[config.mk]
export PLATFORM = sky130hd
export DESIGN_NAME = a2card_top
export DESIGN_NICKNAME = d
export VERILOG_FILES = /design/src/logic/a2card_pkg.sv /design/src/logic/reset_sync.sv /design/src/logic/bus_edge_sync.sv /design/src/logic/card_bus_arbiter.sv /design/src/logic/audio_mixer.sv /design/src/logic/scanline_dimmer.sv /design/src/logic/a2card_top.sv
export VERILOG_INCLUDE_DIRS = /design/src /design/src/logic
export SDC_FILE = /design/constraint.sdc
export NUM_CORES = 1
export LEC_CHECK = 0
export BUFFER_PORTS_ARGS = -buffer_cell sky130_fd_sc_hd__buf_2
export CORE_MARGIN = 2
export CORE_UTILIZATION = 41
export CTS_CLUSTER_DIAMETER = 30
export DETAILED_ROUTE_END_ITERATION = 10
export PLACE_DENSITY = 0.8
export SLEW_MARGIN = 20
export SYNTH_ARGS = -nofsm -noshare
export SYNTH_HDL_FRONTEND = slang
export SYNTH_SLANG_ARGS = --single-unit
[constraint.sdc]
create_clock -name clk -period 3.1 [get_ports clk]
set_clock_uncertainty 0.05 [all_clocks]
set_input_delay 0.775 -clock clk [delete_from_list [all_inputs] [get_ports clk]]
set_output_delay 0.775 -clock clk [all_outputs]
set_load 0.05 [all_outputs]
[src/logic/a2card_cfg.svh]
`ifndef A2CARD_CFG_SVH
`define A2CARD_CFG_SVH

// Apple II bus and screen geometry
`define A2_DATA_W 8
`define A2_LINE_W 10

// Audio sample and source widths
`define AUDIO_W 16
`define MB_AUDIO_W 10
`define MB_AUDIO_SHIFT 5
`define SPK_AUDIO_SHIFT 13

// One channel of an RGB pixel
`define COLOR_W 8

// Reset release counter and timing input synchronizer
`define RESET_CNT_W 4
`define SYNC_STAGES 2

// Feature enables
`define IRQ_OUT_ENABLE 1
`define BUS_DATA_OUT_ENABLE 1
`define SCANLINES_ENABLE 0
`define APPLE_SPEAKER_ENABLE 0

`endif

[src/logic/a2card_pkg.sv]
`default_nettype none

`include "a2card_cfg.svh"

package a2card_pkg;

    // Bus response of a single card responder
    typedef struct packed {
        logic                   rd_en;
        logic [`A2_DATA_W-1:0]  data;
        logic                   irq_n;
    } card_resp_t;

    // Denoised timing input with its edge strobes
    typedef struct packed {
        logic level;
        logic rise;
        logic fall;
        logic any_edge;
    } timing_edge_t;

    typedef struct packed {
        logic [`COLOR_W-1:0] red;
        logic [`COLOR_W-1:0] green;
        logic [`COLOR_W-1:0] blue;
    } pixel_t;

    // Audio from SuperSprite, Mockingboard and the Apple speaker
    typedef struct packed {
        logic [`AUDIO_W-1:0]    ssp;
        logic [`MB_AUDIO_W-1:0] mb_l;
        logic [`MB_AUDIO_W-1:0] mb_r;
        logic                   speaker;
    } card_audio_t;

endpackage

`default_nettype wire

[src/logic/reset_sync.sv]
`default_nettype none
`timescale 1ns/1ps

`include "a2card_cfg.svh"

module reset_sync (
    input  logic clk,
    input  logic ext_reset,
    output logic device_reset_n_o
);

    logic [`RESET_CNT_W-1:0] reset_cnt;

    // Counts up after release and holds at all ones
    always_ff @(posedge clk or negedge ext_reset) begin
        if (!ext_reset) begin
            reset_cnt <= '0;
        end else if (!device_reset_n_o) begin
            reset_cnt <= reset_cnt + 1'b1;
        end
    end

    // Design comes out of reset once the counter saturates
    assign device_reset_n_o = &reset_cnt;

endmodule

`default_nettype wire

[src/logic/bus_edge_sync.sv]
`default_nettype none
`timescale 1ns/1ps

`include "a2card_cfg.svh"

module bus_edge_sync import a2card_pkg::*; (
    input  logic         clk,
    input  logic         device_reset_n_i,
    input  logic         async_i,
    output timing_edge_t sync_o
);

    logic [`SYNC_STAGES-1:0] sync_q;
    logic                    hist_q;
    logic                    synced;
    logic                    changing;
    timing_edge_t            edge_q;

    assign synced = sync_q[`SYNC_STAGES-1];

    // A new level is taken only after two matching synchronized samples,
    // so a single-sample glitch never reaches the output
    always_comb begin
        changing = (synced == hist_q) && (synced != edge_q.level);
    end

    always_ff @(posedge clk or negedge device_reset_n_i) begin
        if (!device_reset_n_i) begin
            sync_q <= '0;
            hist_q <= 1'b0;
            edge_q <= '0;
        end else begin
            sync_q <= {sync_q[`SYNC_STAGES-2:0], async_i};
            hist_q <= synced;

            if (changing) begin
                edge_q.level <= synced;
            end

            // Strobes last one cycle, in the cycle the level moves
            edge_q.rise     <= changing && synced;
            edge_q.fall     <= changing && !synced;
            edge_q.any_edge <= changing;
        end
    end

    assign sync_o = edge_q;

endmodule

`default_nettype wire

[src/logic/card_bus_arbiter.sv]
`default_nettype none
`timescale 1ns/1ps

`include "a2card_cfg.svh"

module card_bus_arbiter import a2card_pkg::*; (
    input  logic                  clk,
    input  logic                  device_reset_n_i,
    input  card_resp_t            ssc_i,
    input  card_resp_t            ssp_i,
    input  card_resp_t            mb_i,
    input  logic [`A2_DATA_W-1:0] a2_d_i,
    output logic [`A2_DATA_W-1:0] a2_d_o,
    output logic                  a2_d_dir_o,
    output logic                  a2_irq_n_o
);

    logic [`A2_DATA_W-1:0] sel_data;
    logic                  any_rd;
    logic                  irq_n_all;

    // SuperSerial wins over SuperSprite, which wins over Mockingboard
    always_comb begin
        if (ssc_i.rd_en) begin
            sel_data = ssc_i.data;
        end else if (ssp_i.rd_en) begin
            sel_data = ssp_i.data;
        end else if (mb_i.rd_en) begin
            sel_data = mb_i.data;
        end else begin
            // Nobody reads, so the latched bus byte goes back out
            sel_data = a2_d_i;
        end
    end

    assign any_rd    = ssc_i.rd_en | ssp_i.rd_en | mb_i.rd_en;
    assign irq_n_all = ssc_i.irq_n & ssp_i.irq_n & mb_i.irq_n;

    // Direction 1 means the card drives the Apple II data bus
    always_ff @(posedge clk or negedge device_reset_n_i) begin
        if (!device_reset_n_i) begin
            a2_d_dir_o <= 1'b0;
            a2_irq_n_o <= 1'b1;
        end else begin
            a2_d_dir_o <= any_rd && (`BUS_DATA_OUT_ENABLE != 0);
            a2_irq_n_o <= irq_n_all || (`IRQ_OUT_ENABLE == 0);
        end
    end

    always_ff @(posedge clk) begin
        a2_d_o <= sel_data;
    end

endmodule

`default_nettype wire

[src/logic/audio_mixer.sv]
`default_nettype none
`timescale 1ns/1ps

`include "a2card_cfg.svh"

module audio_mixer import a2card_pkg::*; (
    input  logic                clk,
    input  logic                device_reset_n_i,
    input  card_audio_t         audio_i,
    input  logic                speaker_sw_i,
    output logic [`AUDIO_W-1:0] audio_l_o,
    output logic [`AUDIO_W-1:0] audio_r_o
);

    logic speaker_bit;

    // Sum of one channel, wrapping at the sample width
    function automatic logic [`AUDIO_W-1:0] mix_channel(
        input logic [`AUDIO_W-1:0]    ssp,
        input logic [`MB_AUDIO_W-1:0] mb,
        input logic                   spk
    );
        logic [`AUDIO_W-1:0] mb_term;
        logic [`AUDIO_W-1:0] spk_term;
        mb_term  = `AUDIO_W'(mb) << `MB_AUDIO_SHIFT;
        spk_term = `AUDIO_W'(spk) << `SPK_AUDIO_SHIFT;
        return ssp + mb_term + spk_term;
    endfunction

    // Speaker is heard when forced on or when dip 1 is pressed
    assign speaker_bit = audio_i.speaker & ((`APPLE_SPEAKER_ENABLE != 0) | speaker_sw_i);

    always_ff @(posedge clk or negedge device_reset_n_i) begin
        if (!device_reset_n_i) begin
            audio_l_o <= '0;
            audio_r_o <= '0;
        end else begin
            audio_l_o <= mix_channel(audio_i.ssp, audio_i.mb_l, speaker_bit);
            audio_r_o <= mix_channel(audio_i.ssp, audio_i.mb_r, speaker_bit);
        end
    end

endmodule

`default_nettype wire

[src/logic/scanline_dimmer.sv]
`default_nettype none
`timescale 1ns/1ps

`include "a2card_cfg.svh"

module scanline_dimmer import a2card_pkg::*; (
    input  logic                  clk,
    input  logic                  device_reset_n_i,
    input  pixel_t                pixel_i,
    input  logic [`A2_LINE_W-1:0] line_i,
    input  logic                  scanline_sw_i,
    output pixel_t                pixel_o
);

    logic dim;

    function automatic logic [`COLOR_W-1:0] dim_color(
        input logic [`COLOR_W-1:0] color,
        input logic                en
    );
        return en ? (color >> 1) : color;
    endfunction

    // Only odd lines get darkened
    assign dim = ((`SCANLINES_ENABLE != 0) | scanline_sw_i) & line_i[0];

    always_ff @(posedge clk or negedge device_reset_n_i) begin
        if (!device_reset_n_i) begin
            pixel_o <= '0;
        end else begin
            pixel_o.red   <= dim_color(pixel_i.red, dim);
            pixel_o.green <= dim_color(pixel_i.green, dim);
            pixel_o.blue  <= dim_color(pixel_i.blue, dim);
        end
    end

endmodule

`default_nettype wire

[src/logic/a2card_top.sv]
`default_nettype none
`timescale 1ns/1ps

`include "a2card_cfg.svh"

module a2card_top import a2card_pkg::*; (
    input  logic                  clk,
    input  logic                  ext_reset,

    // Apple II timing inputs
    input  logic                  a2_phi1_i,
    input  logic                  a2_q3_i,
    input  logic                  a2_7m_i,

    // Data bus and card responders
    input  logic [`A2_DATA_W-1:0] a2_d_i,
    input  card_resp_t            ssc_i,
    input  card_resp_t            ssp_i,
    input  card_resp_t            mb_i,

    // Card audio and video
    input  card_audio_t           audio_i,
    input  pixel_t                pixel_i,
    input  logic [`A2_LINE_W-1:0] line_i,
    input  logic [3:0]            dip_switches_n_i,

    output logic                  device_reset_n_o,
    output logic                  phi0_o,
    output timing_edge_t          phi1_o,
    output timing_edge_t          q3_o,
    output timing_edge_t          m7_o,
    output logic [`A2_DATA_W-1:0] a2_d_o,
    output logic                  a2_d_dir_o,
    output logic                  a2_irq_n_o,
    output logic [`AUDIO_W-1:0]   audio_l_o,
    output logic [`AUDIO_W-1:0]   audio_r_o,
    output pixel_t                pixel_o
);

    logic       device_reset_n;
    logic [1:0] dip_sw;

    reset_sync reset_sync_i (
        .clk              (clk),
        .ext_reset        (ext_reset),
        .device_reset_n_o (device_reset_n)
    );

    assign device_reset_n_o = device_reset_n;

    // Timing inputs into the clk domain
    bus_edge_sync phi1_sync_i (
        .clk              (clk),
        .device_reset_n_i (device_reset_n),
        .async_i          (a2_phi1_i),
        .sync_o           (phi1_o)
    );

    bus_edge_sync q3_sync_i (
        .clk              (clk),
        .device_reset_n_i (device_reset_n),
        .async_i          (a2_q3_i),
        .sync_o           (q3_o)
    );

    // 14M strobe is the any_edge of this one
    bus_edge_sync m7_sync_i (
        .clk              (clk),
        .device_reset_n_i (device_reset_n),
        .async_i          (a2_7m_i),
        .sync_o           (m7_o)
    );

    assign phi0_o = ~phi1_o.level;

    // Switches read 0 when pressed
    assign dip_sw = ~dip_switches_n_i[1:0];

    card_bus_arbiter card_bus_arbiter_i (
        .clk              (clk),
        .device_reset_n_i (device_reset_n),
        .ssc_i            (ssc_i),
        .ssp_i            (ssp_i),
        .mb_i             (mb_i),
        .a2_d_i           (a2_d_i),
        .a2_d_o           (a2_d_o),
        .a2_d_dir_o       (a2_d_dir_o),
        .a2_irq_n_o       (a2_irq_n_o)
    );

    audio_mixer audio_mixer_i (
        .clk              (clk),
        .device_reset_n_i (device_reset_n),
        .audio_i          (audio_i),
        .speaker_sw_i     (dip_sw[1]),
        .audio_l_o        (audio_l_o),
        .audio_r_o        (audio_r_o)
    );

    scanline_dimmer scanline_dimmer_i (
        .clk              (clk),
        .device_reset_n_i (device_reset_n),
        .pixel_i          (pixel_i),
        .line_i           (line_i),
        .scanline_sw_i    (dip_sw[0]),
        .pixel_o          (pixel_o)
    );

endmodule

`default_nettype wire

==> impl_metrics.ini, run 1 <==
[power_and_ir_drop]
ir_drop_mv = 0.234
leakagePower_nw = 2.63
p_per_area_mw_per_mm2 = 591

[synth]
seq_area_frac_synth = 0.536
yosys.area.top_type = dfrtp_1
synthesis.area_per_instance_um2 = 12.5
syn_nets = 474
ys_types = 39
synth-xor-area-share = 0.0466
synth-simple-area-share = 0.0825
synth_mux_area_frac = 0.0831
synthAdderAreaFrac = 0.139
synth_top_family_by_area = adder cells
synth-seq-cells = 86
yosys_most_used_dff = dfrtp_1
synth.most_common_cell = dfrtp_1
syn_area_mm2 = 0.00395
synth_compound_area_frac = 0.0837
synthTopCellsByCount = 77 x dfrtp_1, 39 x ha_1, 22 x mux2_2
synth_warnings = 0
synth_top_area_frac = 0.488
synth_edf_count = 0
synthArstFlopShare = 0.907
yosys-top-cells-area = dfrtp_1 49%, ha_1 12%, mux2_2 6.3%, xnor2_1 4.2%, dfxtp_1 4.1%
syn_inst = 315

[global_routing]
grtUsageTotal = 0.165
grt_pass1_vias = 2937
grt_max_degree = 75
antenna_found_initial = 0
grt_overflow = 0
grt_pass1_wl_mm = 13.3

[clock_network]
post-cts-setup-buffers = 0
clk_latency_ns = 0.35
cts.clk_slew.worst_paths_ns = 0.10
cts-root-buf = clkbuf_8
cts_max_path_buffers = 2
cts_resized = 0
tritoncts = yes
htree_levels = 3
cts_buffers = 9
postCtsHoldBufs = 0
clock-sinks = 86

[die]
core_area_mm2 = 0.00928
die_y_um = 102
rows = 35
io_pins = 198
fp.dieArea_mm2 = 0.0104
die_x_um = 102
initial_core_util = 0.425

[detailed_routing]
num_vias = 2937
viasPerCell = 4.63
drc_errors = 0
drt_iter0_markers = 69
ant_nets = 0
wire_per_inst_um = 13.6
wl_mm = 8.63
drtPass1Iterations = 4

[place]
post-dp-hpwl_mm = 6.87
gp_congestion = 0.832
io_buffers = 186
dp_slack_ns = 0.306

[worst_setup_path]
cp_slowest_cell = a2111oi_4
cp.required_ns = 3.32
cp_slowest_stage_delay_ns = 0.43
cp_max_fo = 5
cpMostUsedCell = ha_1
crit_arrival_ns = 2.64
cp-start-kind = input port
cp_cell_sequence = buf_2, ha_1, ha_1, and3_4, a2111oi_4, o21bai_1, a21oi_1, xnor2_1
worstSetupPathType = in -> reg
end_kind = register

[sta]
setup_viol = 0
grt_setup_unrepaired = false
tightest_slew_ns = 1.00
min_period_over_period = 0.782
setup_tns_ns = 0
period_needed_ns = 2.42
report.final.slew_viol_count = 0
max_freq_mhz = 413
fin_ws_ns = 0.676
slew_headroom = 0.331
timing.hold.ws_ns = 0.154
hold_violations = 0

[cells_and_area]
fill_cells = 805
nNetsFinal = 660
diodes = 0
areaGrowthSynthToFinish_pct = 31.3
drive_gt1_frac = 0.470

[hold_path]
hold_class = in -> async

[outcome]
status = complete, no violations

[job]
drv_cap = 0
-- layout make-up --
cell class              count  area, um^2  area share
inverters                  13        48.8     0.00942
clock buffers               9         124      0.0239
repair buffers            187         938       0.181
clock inverters             7        75.1      0.0145
flip-flops and latches     86        2110       0.408
multi-input cells         204        1720       0.332
well taps                 129         161      0.0312
-- logic make-up after synthesis --
logic type,Yosys count
multiplexers,30
flip-flops,86
AND/OR/NAND/NOR,64
buffers and inverters,25
AO/OA/AOI/OAI,46
XOR/XNOR,21
adder cells (fa/ha/maj),43
-- cell usage in the layout, fill, tap and decap left out, types with 3 or more instances in the layout --
cell type,instances
clkbuf_8,9
nand3_1,5
nand2_1,13
mux2i_1,8
and3_4,4
ha_1,39
nor2_1,20
nor3_1,4
and2_1,4
o21ai_0,9
a21o_1,7
a21oi_1,17
and3_1,3
mux2_2,22
inv_1,13
dfxtp_1,8
buf_2,186
xnor2_1,19
dfrtp_1,77
inv_8,3
or2_2,3
-- power by group --
group / internal (mW) / switching [mW] / leakage [nW]
registers: 1.25 / 0.0399 / 0.900
logic: 0.297 / 0.705 / 1.64
clock network: 0.319 / 0.453 / 0.0985
-- worst max-delay path: cells and delay by family --
kind / cells / cell delay, ns
xor+xnor: 1 / 0.14
buf+inv: 1 / 0.10
compound gates: 3 / 0.73
fa+ha+maj: 2 / 0.69
simple gates: 1 / 0.21
-- per-stage QoR --
| step | utilization | instances | power (mW) | cell area, um^2 |
|---|---|---|---|---|
| 4_1_cts | 0.558 | 635 | 3.11 | 5180 |
| 3_3_place_gp | 0.537 | 619 | 2.30 | 4980 |
| 6_report | 0.558 | 635 | 3.06 | 5180 |
| 2_1_floorplan | - | 315 | 2.06 | 3950 |
| 3_5_place_dp | 0.537 | 619 | 2.32 | 4980 |
| 5_1_grt | 0.558 | 635 | 3.23 | 5180 |
-- sequential cells by signal, indices dropped and copies added, names as in the netlist --
signal,flops
scanline_dimmer_i.pixel_o,24
card_bus_arbiter_i.a2_irq_n_o,1
m7_sync_i.sync_q,2
q3_sync_i.sync_o,4
card_bus_arbiter_i.a2_d_dir_o,1
q3_sync_i.hist_q,1
phi1_sync_i.sync_o,4
card_bus_arbiter_i.a2_d_o,8
audio_mixer_i.audio_r_o,16
phi1_sync_i.hist_q,1
m7_sync_i.hist_q,1
phi1_sync_i.sync_q,2
m7_sync_i.sync_o,4
q3_sync_i.sync_q,2
audio_mixer_i.audio_l_o,11
reset_sync_i.reset_cnt,4
-- path summary, 6_finish.rpt --
| path | cells past startpoint | from | to | slack (ns) |
|---|---|---|---|---|
| setup reg to reg | 4 | reset_sync_i.reset_cnt[0]$_DFFE_PN0N_ | reset_sync_i.reset_cnt[0]$_DFFE_PN0N_ | 1.22 |
| hold reg to reg | 1 | reset_sync_i.reset_cnt[3]$_DFFE_PN0N_ | scanline_dimmer_i.pixel_o[7]$_DFF_PN0_ | 0.17 |
| hold / removal | 1 | ext_reset | reset_sync_i.reset_cnt[3]$_DFFE_PN0N_ | 0.15 |
| min in group clk | 0 | phi1_sync_i.sync_q[0]$_DFF_PN0_ | phi1_sync_i.sync_q[1]$_DFF_PN0_ | 0.31 |
| max in group asynchronous | 3 | reset_sync_i.reset_cnt[0]$_DFFE_PN0N_ | scanline_dimmer_i.pixel_o[14]$_DFF_PN0_ | 1.46 |
| setup / recovery | 8 | audio_i[16] | audio_mixer_i.audio_l_o[13]$_DFF_PN0_ | 0.68 |
-- per-layer routing --
metal / global-route usage / routed length [um]
met1: 0.189 / 3490
met2: 0.297 / 4380
met3: 0.0383 / 634
met4: 0.0687 / 133
met5: 0 / 0
Power figures use the tool's default switching activity.
==> inputs of run 2 (changes only) <==
--- a/config.mk
+++ b/config.mk
@@ -8,10 +8,10 @@
 export LEC_CHECK = 0
 export BUFFER_PORTS_ARGS = -buffer_cell sky130_fd_sc_hd__buf_2
 export CORE_MARGIN = 2
-export CORE_UTILIZATION = 41
+export CORE_UTILIZATION = 46
 export CTS_CLUSTER_DIAMETER = 30
 export DETAILED_ROUTE_END_ITERATION = 10
-export PLACE_DENSITY = 0.8
+export PLACE_DENSITY = 0.84
 export SLEW_MARGIN = 20
 export SYNTH_ARGS = -nofsm -noshare
 export SYNTH_HDL_FRONTEND = slang
==> constraint.sdc (replaced) <==
create_clock -name clk -period 2.3 [get_ports clk]
set_clock_uncertainty 0.05 [all_clocks]
set_input_delay 0.575 -clock clk [delete_from_list [all_inputs] [get_ports clk]]
set_output_delay 0.575 -clock clk [all_outputs]
set_load 0.05 [all_outputs]
==> run 2 against run 1 <==
  * Worst setup slack worse by 0.57 ns
  * First-iteration DRC count down 12%
  * Clock-buffer cell count unchanged
  * Combinational power increased by 43%
  * Non-clock buffer count increased by 20
  * Cell count is 0.63% lower
  * Sequential share of layout area fell by 1.1 points
  * Via count is 4.0% higher
  * Core utilization up 8.6 points
  * Largest power group unchanged
==> impl_metrics.ini, run 2 (synthesis results as in run 1) <==
[detailed_routing]
wire_per_inst_um = 13.9
drtPass1Iterations = 4
num_vias = 3054
viasPerCell = 4.84
wl_mm = 8.78
ant_nets = 0
drc_errors = 0
drt_iter0_markers = 61

[worst_setup_path]
cp_cell_sequence = buf_2, ha_1, ha_1, inv_1, fa_1, inv_1, a21o_1, a41o_1, o41ai_2, xnor2_1
end_kind = register
reg2reg_slack_ns = 0.55
cp-start-kind = input port
critPathBufInv = 3
cp_max_fo = 2
cp_slowest_stage_delay_ns = 0.31
cp_slowest_cell = o41ai_2
r2r_cells = 4
r2r-end = audio_mixer_i.audio_r_o[7]$_DFF_PN0_
cp.required_ns = 2.53
path_delay_family = compound AO/OA/AOI/OAI gates
crit_arrival_ns = 2.42
worstSetupPathType = in -> reg
r2r_start = reset_sync_i.reset_cnt[0]$_DFFE_PN0N_

[die]
die_y_um = 96.6
initial_core_util = 0.478
fp.dieArea_mm2 = 0.00933
io_pins = 198
core_area_mm2 = 0.00826
rows = 33
die_x_um = 96.6

[cells_and_area]
top_register = scanline_dimmer_i.pixel_o
final_common_cell = buf_2
drive_gt1_frac = 0.492
areaGrowthSynthToFinish_pct = 34.9
reg_top3 = scanline_dimmer_i.pixel_o x24, audio_mixer_i.audio_r_o x16, audio_mixer_i.audio_l_o x11
layout_common_cells = 186 x buf_2, 77 x dfrtp_1, 38 x ha_1
fill_cells = 660
diodes = 0
nNetsFinal = 680
largest_reg_flops = 24
final_core_util = 0.644

[sta]
slew_headroom = 0.613
hold_violations = 0
grt_setup_unrepaired = false
setup_viol = 0
setup_tns_ns = 0
period_needed_ns = 2.19
tightest_slew_ns = 0.581
report.final.slew_viol_count = 0
fin_ws_ns = 0.109
max_freq_mhz = 456
min_period_over_period = 0.952

[power_and_ir_drop]
p_per_area_mw_per_mm2 = 787
power_mw = 4.19
leakagePower_nw = 2.73
ir_drop_mv = 0.384

[job]
drv_cap = 0

[global_routing]
antenna_found_initial = 0
grt_overflow = 0
grt_max_degree = 47
grt_pass1_vias = 3244
grtUsageTotal = 0.195
grt_pass1_wl_mm = 14.7

[place]
post-dp-hpwl_mm = 7.21
dp_slack_ns = -0.290
gp_congestion = 0.881
io_buffers = 186

[hold_path]
holdPathEnd = audio_mixer_i.audio_r_o[2]$_DFF_PN0_
hold_class = in -> reg
whs_path_depth = 1
hold_path.startpoint = audio_i[23]

[clock_network]
tritoncts = yes
clk_latency_ns = 0.36
cts.clk_slew.worst_paths_ns = 0.10
htree_levels = 3
cts_buffers = 9
clock-sinks = 86
cts-root-buf = clkbuf_8
cts_max_path_buffers = 2

[outcome]
status = complete, no violations
[run 2: changes by cell type in the layout (fill, tap and decap cells not counted)]
cell,previous run,this run
inv_8,3,2
o41ai_1,1,0
dlygate4sd3_1,0,1
inv_6,1,3
buf_4,1,20
ha_4,0,1
o41ai_2,1,2
clkinv_4,1,0
ha_1,39,38
[run 2: worst max-delay path by stage]
stage                            from                                    end  slack, ns  cells past startpoint
after global placement    audio_i[27]  audio_mixer_i.audio_r_o[14]$_DFF_PN0_      -0.22                     11
after floorplan           audio_i[16]  audio_mixer_i.audio_l_o[15]$_DFF_PN0_      0.004                      7
after global routing      audio_i[27]  audio_mixer_i.audio_r_o[14]$_DFF_PN0_      0.009                     11
after detailed placement  audio_i[27]  audio_mixer_i.audio_r_o[14]$_DFF_PN0_      -0.29                     11
final                     audio_i[27]  audio_mixer_i.audio_l_o[14]$_DFF_PN0_       0.11                     10
after CTS                 audio_i[27]  audio_mixer_i.audio_r_o[14]$_DFF_PN0_       0.10                     11
[run 2: final cells by class]
class | instances | area (um^2) | share of cell area
Clock buffer | 9 | 124 | 0.0233
Tap cell | 105 | 131 | 0.0247
Clock inverter | 7 | 72.6 | 0.0136
Timing Repair Buffer | 207 | 1090 | 0.205
Multi-Input combinational cell | 204 | 1740 | 0.327
Inverter | 13 | 48.8 | 0.00917
Sequential cell | 86 | 2110 | 0.397
[run 2: layer usage]
| layer | track usage | vias up | wire, um |
|---|---|---|---|
| met2 | 0.337 | 111 | 4380 |
| met4 | 0.0791 | 0 | 216 |
| met1 | 0.234 | 1424 | 3730 |
| met3 | 0.0462 | 21 | 455 |
| met5 | 0 | - | 0 |
| li1 | - | 1498 | - |
[run 2: report_power, final]
group	switching [mW]	total, mW	internal (mW)
clock	0.597	1.02	0.428
sequential	0.0520	1.73	1.68
combinational	0.976	1.43	0.450
[run 2: per-stage QoR]
step	hold WS, ns	area [um^2]	instances
floorplan	0.229	3960	315
global placement	0.283	5110	614
detailed placement	0.289	5110	614
CTS	0.246	5310	631
global route	0.244	5320	631
finish	0.269	5320	631
[run 2: worst reg2reg max path, cell delays in order (launching register included)]
cell and delay, ns:
dfrtp_1 0.40, ha_1 0.22, and3_4 0.21, buf_4 0.37, buf_4 0.58
[run 2: timing repair]
| action | in CTS | in global routing |
|---|---|---|
| gates resized for setup | 0 | 1 |
| endpoints found under the hold margin | 4 | 0 |
| hold buffers | 1 | 0 |
| setup endpoints to repair | 0 | 1 |
| buffers inserted | 0 | 0 |
